### config.mk
export PLATFORM = sky130hd
export DESIGN_NAME = memCtrlTop
export DESIGN_NICKNAME = d
export VERILOG_FILES = /design/src/common/memPkg.sv /design/src/common/laneCtrlIf.sv /design/src/memCtrl/memArbiter.sv /design/src/memCtrl/ramPortDriver.sv /design/src/memCtrl/loadAssembler.sv /design/src/hdl/memCtrlTop.sv
export VERILOG_INCLUDE_DIRS = /design/src /design/src/common
export SDC_FILE = /design/constraint.sdc
export NUM_CORES = 1
export LEC_CHECK = 0
export BUFFER_PORTS_ARGS = -buffer_cell sky130_fd_sc_hd__buf_2
export CAP_MARGIN = 0
export CELL_PAD_IN_SITES_DETAIL_PLACEMENT = 0
export CELL_PAD_IN_SITES_GLOBAL_PLACEMENT = 1
export CORE_MARGIN = 8
export CORE_UTILIZATION = 32
export CTS_CLUSTER_DIAMETER = 100
export DETAILED_ROUTE_END_ITERATION = 10
export GPL_TIMING_DRIVEN = 0
export PLACE_DENSITY = 0.75
export REMOVE_ABC_BUFFERS = 1
export SETUP_SLACK_MARGIN = 0.2
export SYNTH_ARGS = -nofsm -noshare
export SYNTH_HDL_FRONTEND = slang
export SYNTH_SLANG_ARGS = --single-unit
export TNS_END_PERCENT = 20
### constraint.sdc
create_clock -name clk -period 2.5 [get_ports clk]
set_input_delay 0.375 -clock clk [delete_from_list [all_inputs] [get_ports clk]]
set_output_delay 0.375 -clock clk [all_outputs]
set_load 0.1 [all_outputs]
### src/common/ram_consts.svh
`ifndef RAM_CONSTS_SVH
`define RAM_CONSTS_SVH

// request and RAM address width
`define ADDR_W 32

// request word width
`define WORD_W 32

// RAM is one byte wide
`define BYTE_W 8

`endif

### src/common/memPkg.sv
`default_nettype none

package memPkg;

    // owner of the current grant
    typedef enum logic [1:0] {
        srcNone = 2'd0,
        srcInst = 2'd1,
        srcData = 2'd2
    } reqSrc;

    // arbiter states
    typedef enum logic [1:0] {
        stIdle = 2'd0,
        stRun  = 2'd1,
        stDone = 2'd2
    } ctrlState;

    // byte lane within a word, little-endian
    typedef logic [1:0] byteIdx;

    // transfer length, legal values are 1, 2 and 4
    typedef logic [2:0] byteCnt;

endpackage

`default_nettype wire

### src/common/laneCtrlIf.sv
`timescale 1ns/1ps
`default_nettype none

interface laneCtrlIf;
    import memPkg::*;

    logic   grant;
    reqSrc  grantSrc;
    logic   issue;
    byteIdx issueIdx;
    logic   write;
    logic   capture;
    byteIdx captureIdx;

    modport ctrl (
        output grant,
        output grantSrc,
        output issue,
        output issueIdx,
        output write,
        output capture,
        output captureIdx
    );

    // RAM request side
    modport port (
        input grant,
        input grantSrc,
        input issue,
        input issueIdx,
        input write
    );

    modport gather (
        input grant,
        input capture,
        input captureIdx
    );

endinterface

`default_nettype wire

### src/memCtrl/memArbiter.sv
`timescale 1ns/1ps
`default_nettype none

module memArbiter (
    input  logic          clk,
    input  logic          rst,
    input  logic          rdy,
    input  logic          ioBufferFull,
    input  logic          instEn,
    input  logic          dataEn,
    input  logic          dataWrite,
    input  memPkg::byteCnt dataLen,
    output logic          instDone,
    output logic          dataDone,
    laneCtrlIf.ctrl       lane
);
    import memPkg::*;

    logic     stall;
    ctrlState state;
    reqSrc    curSrc;
    reqSrc    nextSrc;
    byteCnt   xferLen;
    byteCnt   issCnt;
    byteCnt   capCnt;
    logic     isWrite;
    logic     capFlag;
    logic     lastIssue;
    logic     lastCapture;
    logic     xferEnd;

    // either input freezes the request side
    assign stall = ioBufferFull || !rdy;

    // data port has priority over fetch
    always_comb begin
        if (dataEn) begin
            nextSrc = srcData;
        end else if (instEn) begin
            nextSrc = srcInst;
        end else begin
            nextSrc = srcNone;
        end
    end

    assign lane.grant    = (state == stIdle) && !stall && (instEn || dataEn);
    assign lane.grantSrc = nextSrc;

    // one byte per unstalled cycle until the length is reached
    assign lane.issue    = (state == stRun) && !stall && (issCnt != xferLen);
    assign lane.issueIdx = byteIdx'(issCnt);
    assign lane.write    = isWrite;

    // ramDout holds the byte issued one cycle earlier
    assign lane.capture    = capFlag;
    assign lane.captureIdx = byteIdx'(capCnt);

    assign lastIssue   = lane.issue && (byteCnt'(issCnt + 3'd1) == xferLen);
    assign lastCapture = capFlag && (byteCnt'(capCnt + 3'd1) == xferLen);

    // stores finish on the last issue, loads on the last capture
    assign xferEnd = isWrite ? lastIssue : lastCapture;

    // done is high in the cycle that leaves stDone, so it is one cycle wide
    assign instDone = (state == stDone) && !stall && (curSrc == srcInst);
    assign dataDone = (state == stDone) && !stall && (curSrc == srcData);

    always_ff @(posedge clk) begin
        if (rst) begin
            state   <= stIdle;
            curSrc  <= srcNone;
            xferLen <= '0;
            issCnt  <= '0;
            capCnt  <= '0;
            isWrite <= 1'b0;
            capFlag <= 1'b0;
        end else begin
            capFlag <= lane.issue && !isWrite;

            if (lane.issue) begin
                issCnt <= issCnt + 3'd1;
            end
            if (lane.capture) begin
                capCnt <= capCnt + 3'd1;
            end

            case (state)
                stIdle: begin
                    if (lane.grant) begin
                        state  <= stRun;
                        curSrc <= nextSrc;
                        issCnt <= '0;
                        capCnt <= '0;
                        if (dataEn) begin
                            xferLen <= dataLen;
                            isWrite <= dataWrite;
                        end else begin
                            // fetch is always a full word
                            xferLen <= 3'd4;
                            isWrite <= 1'b0;
                        end
                    end
                end
                stRun: begin
                    if (xferEnd) begin
                        state <= stDone;
                    end
                end
                stDone: begin
                    if (!stall) begin
                        state  <= stIdle;
                        curSrc <= srcNone;
                    end
                end
                default: begin
                    state <= stIdle;
                end
            endcase
        end
    end

endmodule

`default_nettype wire

### src/memCtrl/ramPortDriver.sv
`timescale 1ns/1ps
`default_nettype none

`include "ram_consts.svh"

module ramPortDriver (
    input  logic               clk,
    input  logic               rst,
    input  logic [`ADDR_W-1:0] instAddr,
    input  logic [`ADDR_W-1:0] dataAddr,
    input  logic [`WORD_W-1:0] dataWdata,
    laneCtrlIf.port            lane,
    output logic [`ADDR_W-1:0] ramAddr,
    output logic [`BYTE_W-1:0] ramDin,
    output logic               ramWe
);
    import memPkg::*;

    logic [`ADDR_W-1:0] baseAddr;
    logic [`WORD_W-1:0] storeWord;

    always_ff @(posedge clk) begin
        if (rst) begin
            baseAddr  <= '0;
            storeWord <= '0;
        end else if (lane.grant) begin
            if (lane.grantSrc == srcData) begin
                baseAddr  <= dataAddr;
                storeWord <= dataWdata;
            end else begin
                baseAddr  <= instAddr;
                storeWord <= '0;
            end
        end
    end

    // consecutive byte addresses, little-endian
    assign ramAddr = baseAddr + `ADDR_W'(lane.issueIdx);
    assign ramDin  = storeWord[lane.issueIdx * `BYTE_W +: `BYTE_W];
    assign ramWe   = lane.issue && lane.write;

endmodule

`default_nettype wire

### src/memCtrl/loadAssembler.sv
`timescale 1ns/1ps
`default_nettype none

`include "ram_consts.svh"

module loadAssembler (
    input  logic               clk,
    input  logic               rst,
    input  logic [`BYTE_W-1:0] ramDout,
    laneCtrlIf.gather          lane,
    output logic [`WORD_W-1:0] word
);

    always_ff @(posedge clk) begin
        if (rst) begin
            word <= '0;
        end else if (lane.grant) begin
            // upper lanes stay zero on short loads
            word <= '0;
        end else if (lane.capture) begin
            word[lane.captureIdx * `BYTE_W +: `BYTE_W] <= ramDout;
        end
    end

endmodule

`default_nettype wire

### src/hdl/memCtrlTop.sv
`timescale 1ns/1ps
`default_nettype none

`include "ram_consts.svh"

module memCtrlTop (
    input  logic               clk,
    input  logic               rst,
    input  logic               rdy,
    input  logic               ioBufferFull,

    // instruction fetch
    input  logic               instEn,
    input  logic [`ADDR_W-1:0] instAddr,
    output logic               instDone,
    output logic [`WORD_W-1:0] instData,

    // data port
    input  logic               dataEn,
    input  logic               dataWrite,
    input  memPkg::byteCnt     dataLen,
    input  logic [`ADDR_W-1:0] dataAddr,
    input  logic [`WORD_W-1:0] dataWdata,
    output logic               dataDone,
    output logic [`WORD_W-1:0] dataRdata,

    // byte-wide RAM
    output logic [`ADDR_W-1:0] ramAddr,
    output logic [`BYTE_W-1:0] ramDin,
    output logic               ramWe,
    input  logic [`BYTE_W-1:0] ramDout
);

    logic [`WORD_W-1:0] loadWord;

    laneCtrlIf lane ();

    memArbiter arbiter (
        .clk          (clk),
        .rst          (rst),
        .rdy          (rdy),
        .ioBufferFull (ioBufferFull),
        .instEn       (instEn),
        .dataEn       (dataEn),
        .dataWrite    (dataWrite),
        .dataLen      (dataLen),
        .instDone     (instDone),
        .dataDone     (dataDone),
        .lane         (lane.ctrl)
    );

    ramPortDriver portDriver (
        .clk       (clk),
        .rst       (rst),
        .instAddr  (instAddr),
        .dataAddr  (dataAddr),
        .dataWdata (dataWdata),
        .lane      (lane.port),
        .ramAddr   (ramAddr),
        .ramDin    (ramDin),
        .ramWe     (ramWe)
    );

    loadAssembler assembler (
        .clk     (clk),
        .rst     (rst),
        .ramDout (ramDout),
        .lane    (lane.gather),
        .word    (loadWord)
    );

    // both requesters see the same result word, qualified by their done
    assign instData  = loadWord;
    assign dataRdata = loadWord;

endmodule

`default_nettype wire

# --- Yosys cells after proc, flatten, opt, wreduce, memory -nomap -nowiden ---
# Index checks and enable logic that the tools add are counted.
op_classes:
  addsub: 4
  n_eq_ne: 11
  shift: 3
  mux: 20
  reduce_logical: 22
ops:
  columns: ["op", "count"]
  rows:
  - ["two-way mux 32 bit", 2]
  - ["negation 5 -> 34 bit", 1]
  - ["variable shift 8 x 34 -> 32 bit, first input constant", 1]
  - ["variable part select 8 x 34 -> 32 bit", 1]
  - ["adder 32 x 2 -> 32 bit", 1]
  - ["bitwise mux 32 bit", 1]
  - ["variable part select 32 x 6 -> 8 bit", 1]
  - ["two-way mux 3 bit", 7]
  - ["logical AND 1 bit", 11]
  - ["two-way mux 2 bit", 5]
  - ["adder 3 x 1 -> 3 bit, second input constant", 2]
  - ["== test 2 bit, second input constant", 3]
  - ["== test 3 bit", 2]
  - ["one-hot mux 2 bit (3 select lines)", 1]
  - ["AND reduction 3 bit", 2]
  - ["== test 2 x 1 -> 1 bit, second input constant", 2]
  - ["!= test 2 x 1 -> 1 bit, second input constant", 2]
  - ["one-hot mux 2 bit (2 select lines)", 1]
  - ["logical NOT 1 bit", 3]
  - ["two-way mux 1 bit", 3]
  - ["!= test 3 bit", 1]
  - ["logical NOT 2 bit", 1]
  - ["logical OR 1 bit", 2]
  - ["!= test 2 bit, second input constant", 1]
  - ["other kinds (3)", 3]
word_totals:
  register_bits: 111
  in_bits: 114
  out_inout_bits: 107
  word_cells: 70

# --- Longest topological paths before layout ---
depth:
  depth_word: 9
  mapped_depth: 7
  depth_no_buf: 6

# --- Modules after synthesis ---
# From an unflattened synthesis, not the netlist that was laid out.
unflattened:
  cells_unflattened: 637
  hier_area_um2: 5826.8
by_module_without_submodules:
  columns: ["mod", "n_inst", "cells_each", "area_each_um2", "seq_area_each_um2"]
  rows:
  - ["ramPortDriver", 1, 392, 3464.6, 1281.2]
  - ["loadAssembler", 1, 132, 1307.5, 640.6]
  - ["memArbiter", 1, 81, 814.5, 300.3]
  - ["memCtrlTop", 1, 32, 240.2, 0.0]

# --- Least setup slack after synthesis ---
# No wires, ideal clock.
synth_timing:
  path_type: "register -> output"
  from: "reg arbiter.issCnt[1]"
  to: "out ramAddr[30]"
  arrival_ns: 3.674
  t_required_ns: 2.125
  slack_ns: -1.549
  stages_incl_launch_ff: 8
  n_path_buf: 2
  cell_sequence: "dfxtp_1 -> clkbuf_1 -> inv_1 -> fa_1 -> or4_4 -> buf_6 -> nor4_2 -> xor2_1"
synth_via:
  elab_chain_len: 1
synth_rtl:
  columns: ["element", "line", "source"]
  rows:
  - ["from (decl)", "memArbiter.sv:24", "byteCnt issCnt;"]
  - ["from (signal assigned)", "memArbiter.sv:81", "issCnt <= issCnt + 3'd1;"]
  - ["adder 32 x 2 -> 32 bit", "ramPortDriver.sv:38", "assign ramAddr = baseAddr + `ADDR_W'(lane.issueIdx);"]
  - ["to (decl)", "memCtrlTop.sv:28", "output logic [`ADDR_W-1:0] ramAddr,"]
# Every way passes these cells.

# --- Final worst setup path ---
layout_timing:
  from: "reg arbiter.issCnt[0]"
  to: "out ramAddr[26]"
# Same word-level chain as after synthesis.

==> flow_summary_export.csv <==
group,metric,value,unit
synth,avgSynthCellArea,9.903,µm²
clock_network,cts_buffer_depth,2,
setup_path,critPathLaunchType,"flop",
power,leakage,0.003391,µW
global_routing,overflow,0,
setup_path,cp.arrival,2590,ps
die,die_w,146.5,µm
hold_path,hold_class,"input pin to flop",
setup_path,cpPeakStageDelay,550,ps
sta,fmax,337.7,MHz
sta,fin_worst_skew,8.300,ps
setup_path,cp_cell_sequence,"ha_4 -> inv_2 -> fa_2 -> or4_4 -> nor4_4 -> xor2_1 -> buf_6",
global_routing,antenna_found_initial,1,
sta,tns,-7702,ps
power,p_clk_share,36.4,%
global_routing,use_met3,3.430,%
sta,rsz0062_at_grt,"true",
sta,worstMarginPinSlew,892.0,ps
route,drt_iter0_drc,243,
die,initial_core_util,32.73,%
power,p_seq_share,45.3,%
route,wirelength,17090,µm
route,drt_pass1_iterations,4,
setup_path,critical_path.top_delay_family,"simple AND/OR/NAND/NOR gates",
global_routing,use_met1,18.73,%
finish,fill_cells,1605,
sta,period_minus_slack,2961,ps
finish,area.growth.synth_to_final,37.22,%
synth,synth-edff-count,0,
clock_network,hold_buffers,0,
die,fp.coreArea,16640,µm²
sta,slew_headroom,40.53,%
clock_network,cts_tree,"done",
route,drc,0,
setup_path,worst-path-stages,7,
sta,final_hold_viol_count,0,
sta,setup_violations,26,
outcome,status,"complete, but fails checks",
hold_path,hold-path-cell-count,2,
route,vias_per_cell,5.022,
clock_network,clk_latency,350,ps
synth,synth.distinct_cells,51,
synth,netlist_area,5446,µm²
route,vias,4831,
setup_path,cp_max_fo,6,
synth,yosysSeqAreaShare,40.80,%
finish,num-nets-final,860,
route,ant_nets,0,
global_routing,grt_pass1_wl,27170,µm
power,power_density,558.1,nW/µm²
sta,fin_hold_ws,224.3,ps
setup_path,cp-startpoint,"arbiter.issCnt[0]",
route,avgRoutedWirePerCell,17.77,µm
power,sw_frac_of_total,30.95,%
clock_network,clock-sinks,111,
global_routing,grt_max_degree,43,
global_routing,grt_util_met2,27.29,%
setup_path,end_kind,"primary output",
global_routing,grt_pass1_vias,5121,
setup_path,timing.rr.start,"arbiter.capCnt[0]",
placed_design,port_buffers,220,
synth,synthCells,550,
power,power_frac_comb,18.3,%
setup_path,crit_buf_inv,2,
sta,fin_crit_sh,118.4,%
power,max-vdd-ir-drop,311.6,µV
die,die_h,146.5,µm
clock_network,clk_pin_slew,80,ps
outcome,violations,"negative setup slack",
finish,drive_above_1_share,43.05,%
placed_design,dp_hpwl,12600,µm
die,dieArea,21450,µm²
synth,async_flop_share,0,%
setup_path,reg2reg_depth,6,
hold_path,hp-start,"dataWdata[29]",
setup_path,critPathRequiredTime,2120,ps
setup_path,critPathKind,"flop to primary output",
die,rows,47,
sta,slew_violations,0,
power,p_sw,1291,µW
placed_design,place_congestion,0.7592,
clock_network,cts_htree_levels,3,
synth,synth_top_flop_cell,"dfxtp_1",
clock_network,cts-root-buf,"clkbuf_16",
global_routing,grt_use_total,15.62,%
die,ios,221,
synth,synth.ff_latch_count,111,
global_routing,grt_busiest_layer,"met2",
sta,setup_ws,-461.2,ps
job,max_cap_violations,0,
synth,synth_warnings,0,
power,power.internal,2880,µW
setup_path,cp_slowest_cell,"or4_4",
clock_network,cts_buffers,9,
[cells by family after synthesis]
| family | synth area share (%) |
|---|---|
| AOI/OAI and AO/OA | 16.10 |
| xor gates and xnor gates | 6.869 |
| adders and majority gates | 2.435 |
| buffers and inverters | 8.132 |
| DFF | 40.80 |
| muxes | 9.557 |
| and+or+nand+nor | 16.10 |
[cells in the mapped netlist (2+ instances only)]
master      n  area (µm²)
dfxtp_1   111        2222
nor2_1     79       296.5
a22o_1     35       306.5
buf_4      34       255.2
mux2i_1    34       340.3
a211oi_1   32       240.2
a22oi_1    32       240.2
xor2_1     25       219.0
nand2_1    16       60.06
buf_2      15       75.07
xnor2_1    15       131.4
clkbuf_1   11       41.29
nand3_1    10       50.05
ha_1        9       112.6
inv_1       9       33.78
nor3_1      9       45.04
mux4_2      8       180.2
nand4_1     6       37.54
nor4_2      5       62.56
a21oi_1     4       20.02
buf_1       4       15.01
nor3b_1     4       30.03
nor4_1      4       25.02
and4_1      3       26.28
nand2b_1    3       18.77
nor4b_2     3       45.04
and2_1      2       12.51
buf_6       2       22.52
nand3b_1    2       15.01
nor4_4      2       42.54
o22ai_1     2       12.51
[layer usage]
layer	up-vias	part of all wire [%]
met5	-	0
met4	0	1.1
met3	12	5.4
met2	173	51
met1	2311	43
li1	2335	-
[repair_timing]
action                     4_1_cts  5_1_grt
buffers inserted                13        2
pin swaps                       19        7
cloned                           1        0
gates resized for setup        121       14
setup endpoints to repair      130       56
[final cells by class]
type / instances / area, µm² / share of cell area [%]
antenna: 1 / 2.502 / 0.03348
clock buffer: 10 / 229.0 / 3.064
clock inverter: 6 / 76.32 / 1.021
inverter: 9 / 33.78 / 0.4520
multi-input combinational: 365 / 3065 / 41.02
sequential: 111 / 2237 / 29.93
tap: 220 / 275.3 / 3.683
timing repair buffer: 240 / 1554 / 20.79
[path summary, 6_finish.rpt]
kind,endpoint,slack (ps)
setup / recovery,ramAddr[26],-460
hold / removal,portDriver.storeWord[29],220
setup reg to reg,arbiter.state[0],340
hold reg to reg,portDriver.storeWord[29],480
[registers in the layout, summed over array words and instances (netlist names)]
name and cells:
arbiter.capCnt 3, portDriver.baseAddr 32, portDriver.storeWord 32, arbiter.lane.capture 1, arbiter.lane.write 1, arbiter.curSrc 2
assembler.word 32, arbiter.xferLen 3, arbiter.issCnt 3, arbiter.state 2
[power groups by stage]
stage	sequential (µW)	combinational, µW	clock [µW]
floorplan	1920	477	0
global placement	1930	682	0
detailed placement	1930	701	0
CTS	1890	761	1560
global route	1900	809	1630
finish	1890	762	1520
[cells in the final DEF, fill, tap and decap left out, drive strengths merged, types with 2 or more instances in the layout]
cell | Yosys | final
or4 | 1 | 2
ha | 9 | 9
nor3 | 10 | 10
nor4 | 11 | 11
clkinv | 0 | 2
a21oi | 4 | 4
and4 | 3 | 3
nand2b | 3 | 3
nor2 | 79 | 79
xor2 | 25 | 25
mux4 | 8 | 8
a22oi | 32 | 32
dfxtp | 111 | 111
nand3b | 2 | 2
nor3b | 5 | 5
a211oi | 32 | 32
buf | 55 | 239
nand2 | 17 | 17
nand3 | 10 | 10
inv | 9 | 12
clkbuf | 11 | 11
nand4 | 7 | 7
xnor2 | 15 | 15
o22ai | 2 | 2
mux2i | 34 | 34
a22o | 35 | 35
nor4b | 3 | 3
and2 | 2 | 2
[per-stage QoR]
stage / std cells / worst slack (ps) / power (µW) / util, % / area (µm²)
after detailed placement: 929 / -1224 / 2632 / 39.12 / 6511
after CTS: 959 / -497.7 / 4208 / 44.45 / 7397
after floorplan: 484 / -2780 / 2397 / - / 5037
after global routing: 962 / -549.1 / 4339 / 44.91 / 7473
after global placement: 924 / -6002 / 2610 / 38.54 / 6414
final: 962 / -461.2 / 4171 / 44.91 / 7473
Note: power is estimated with default switching activity, not from simulation.
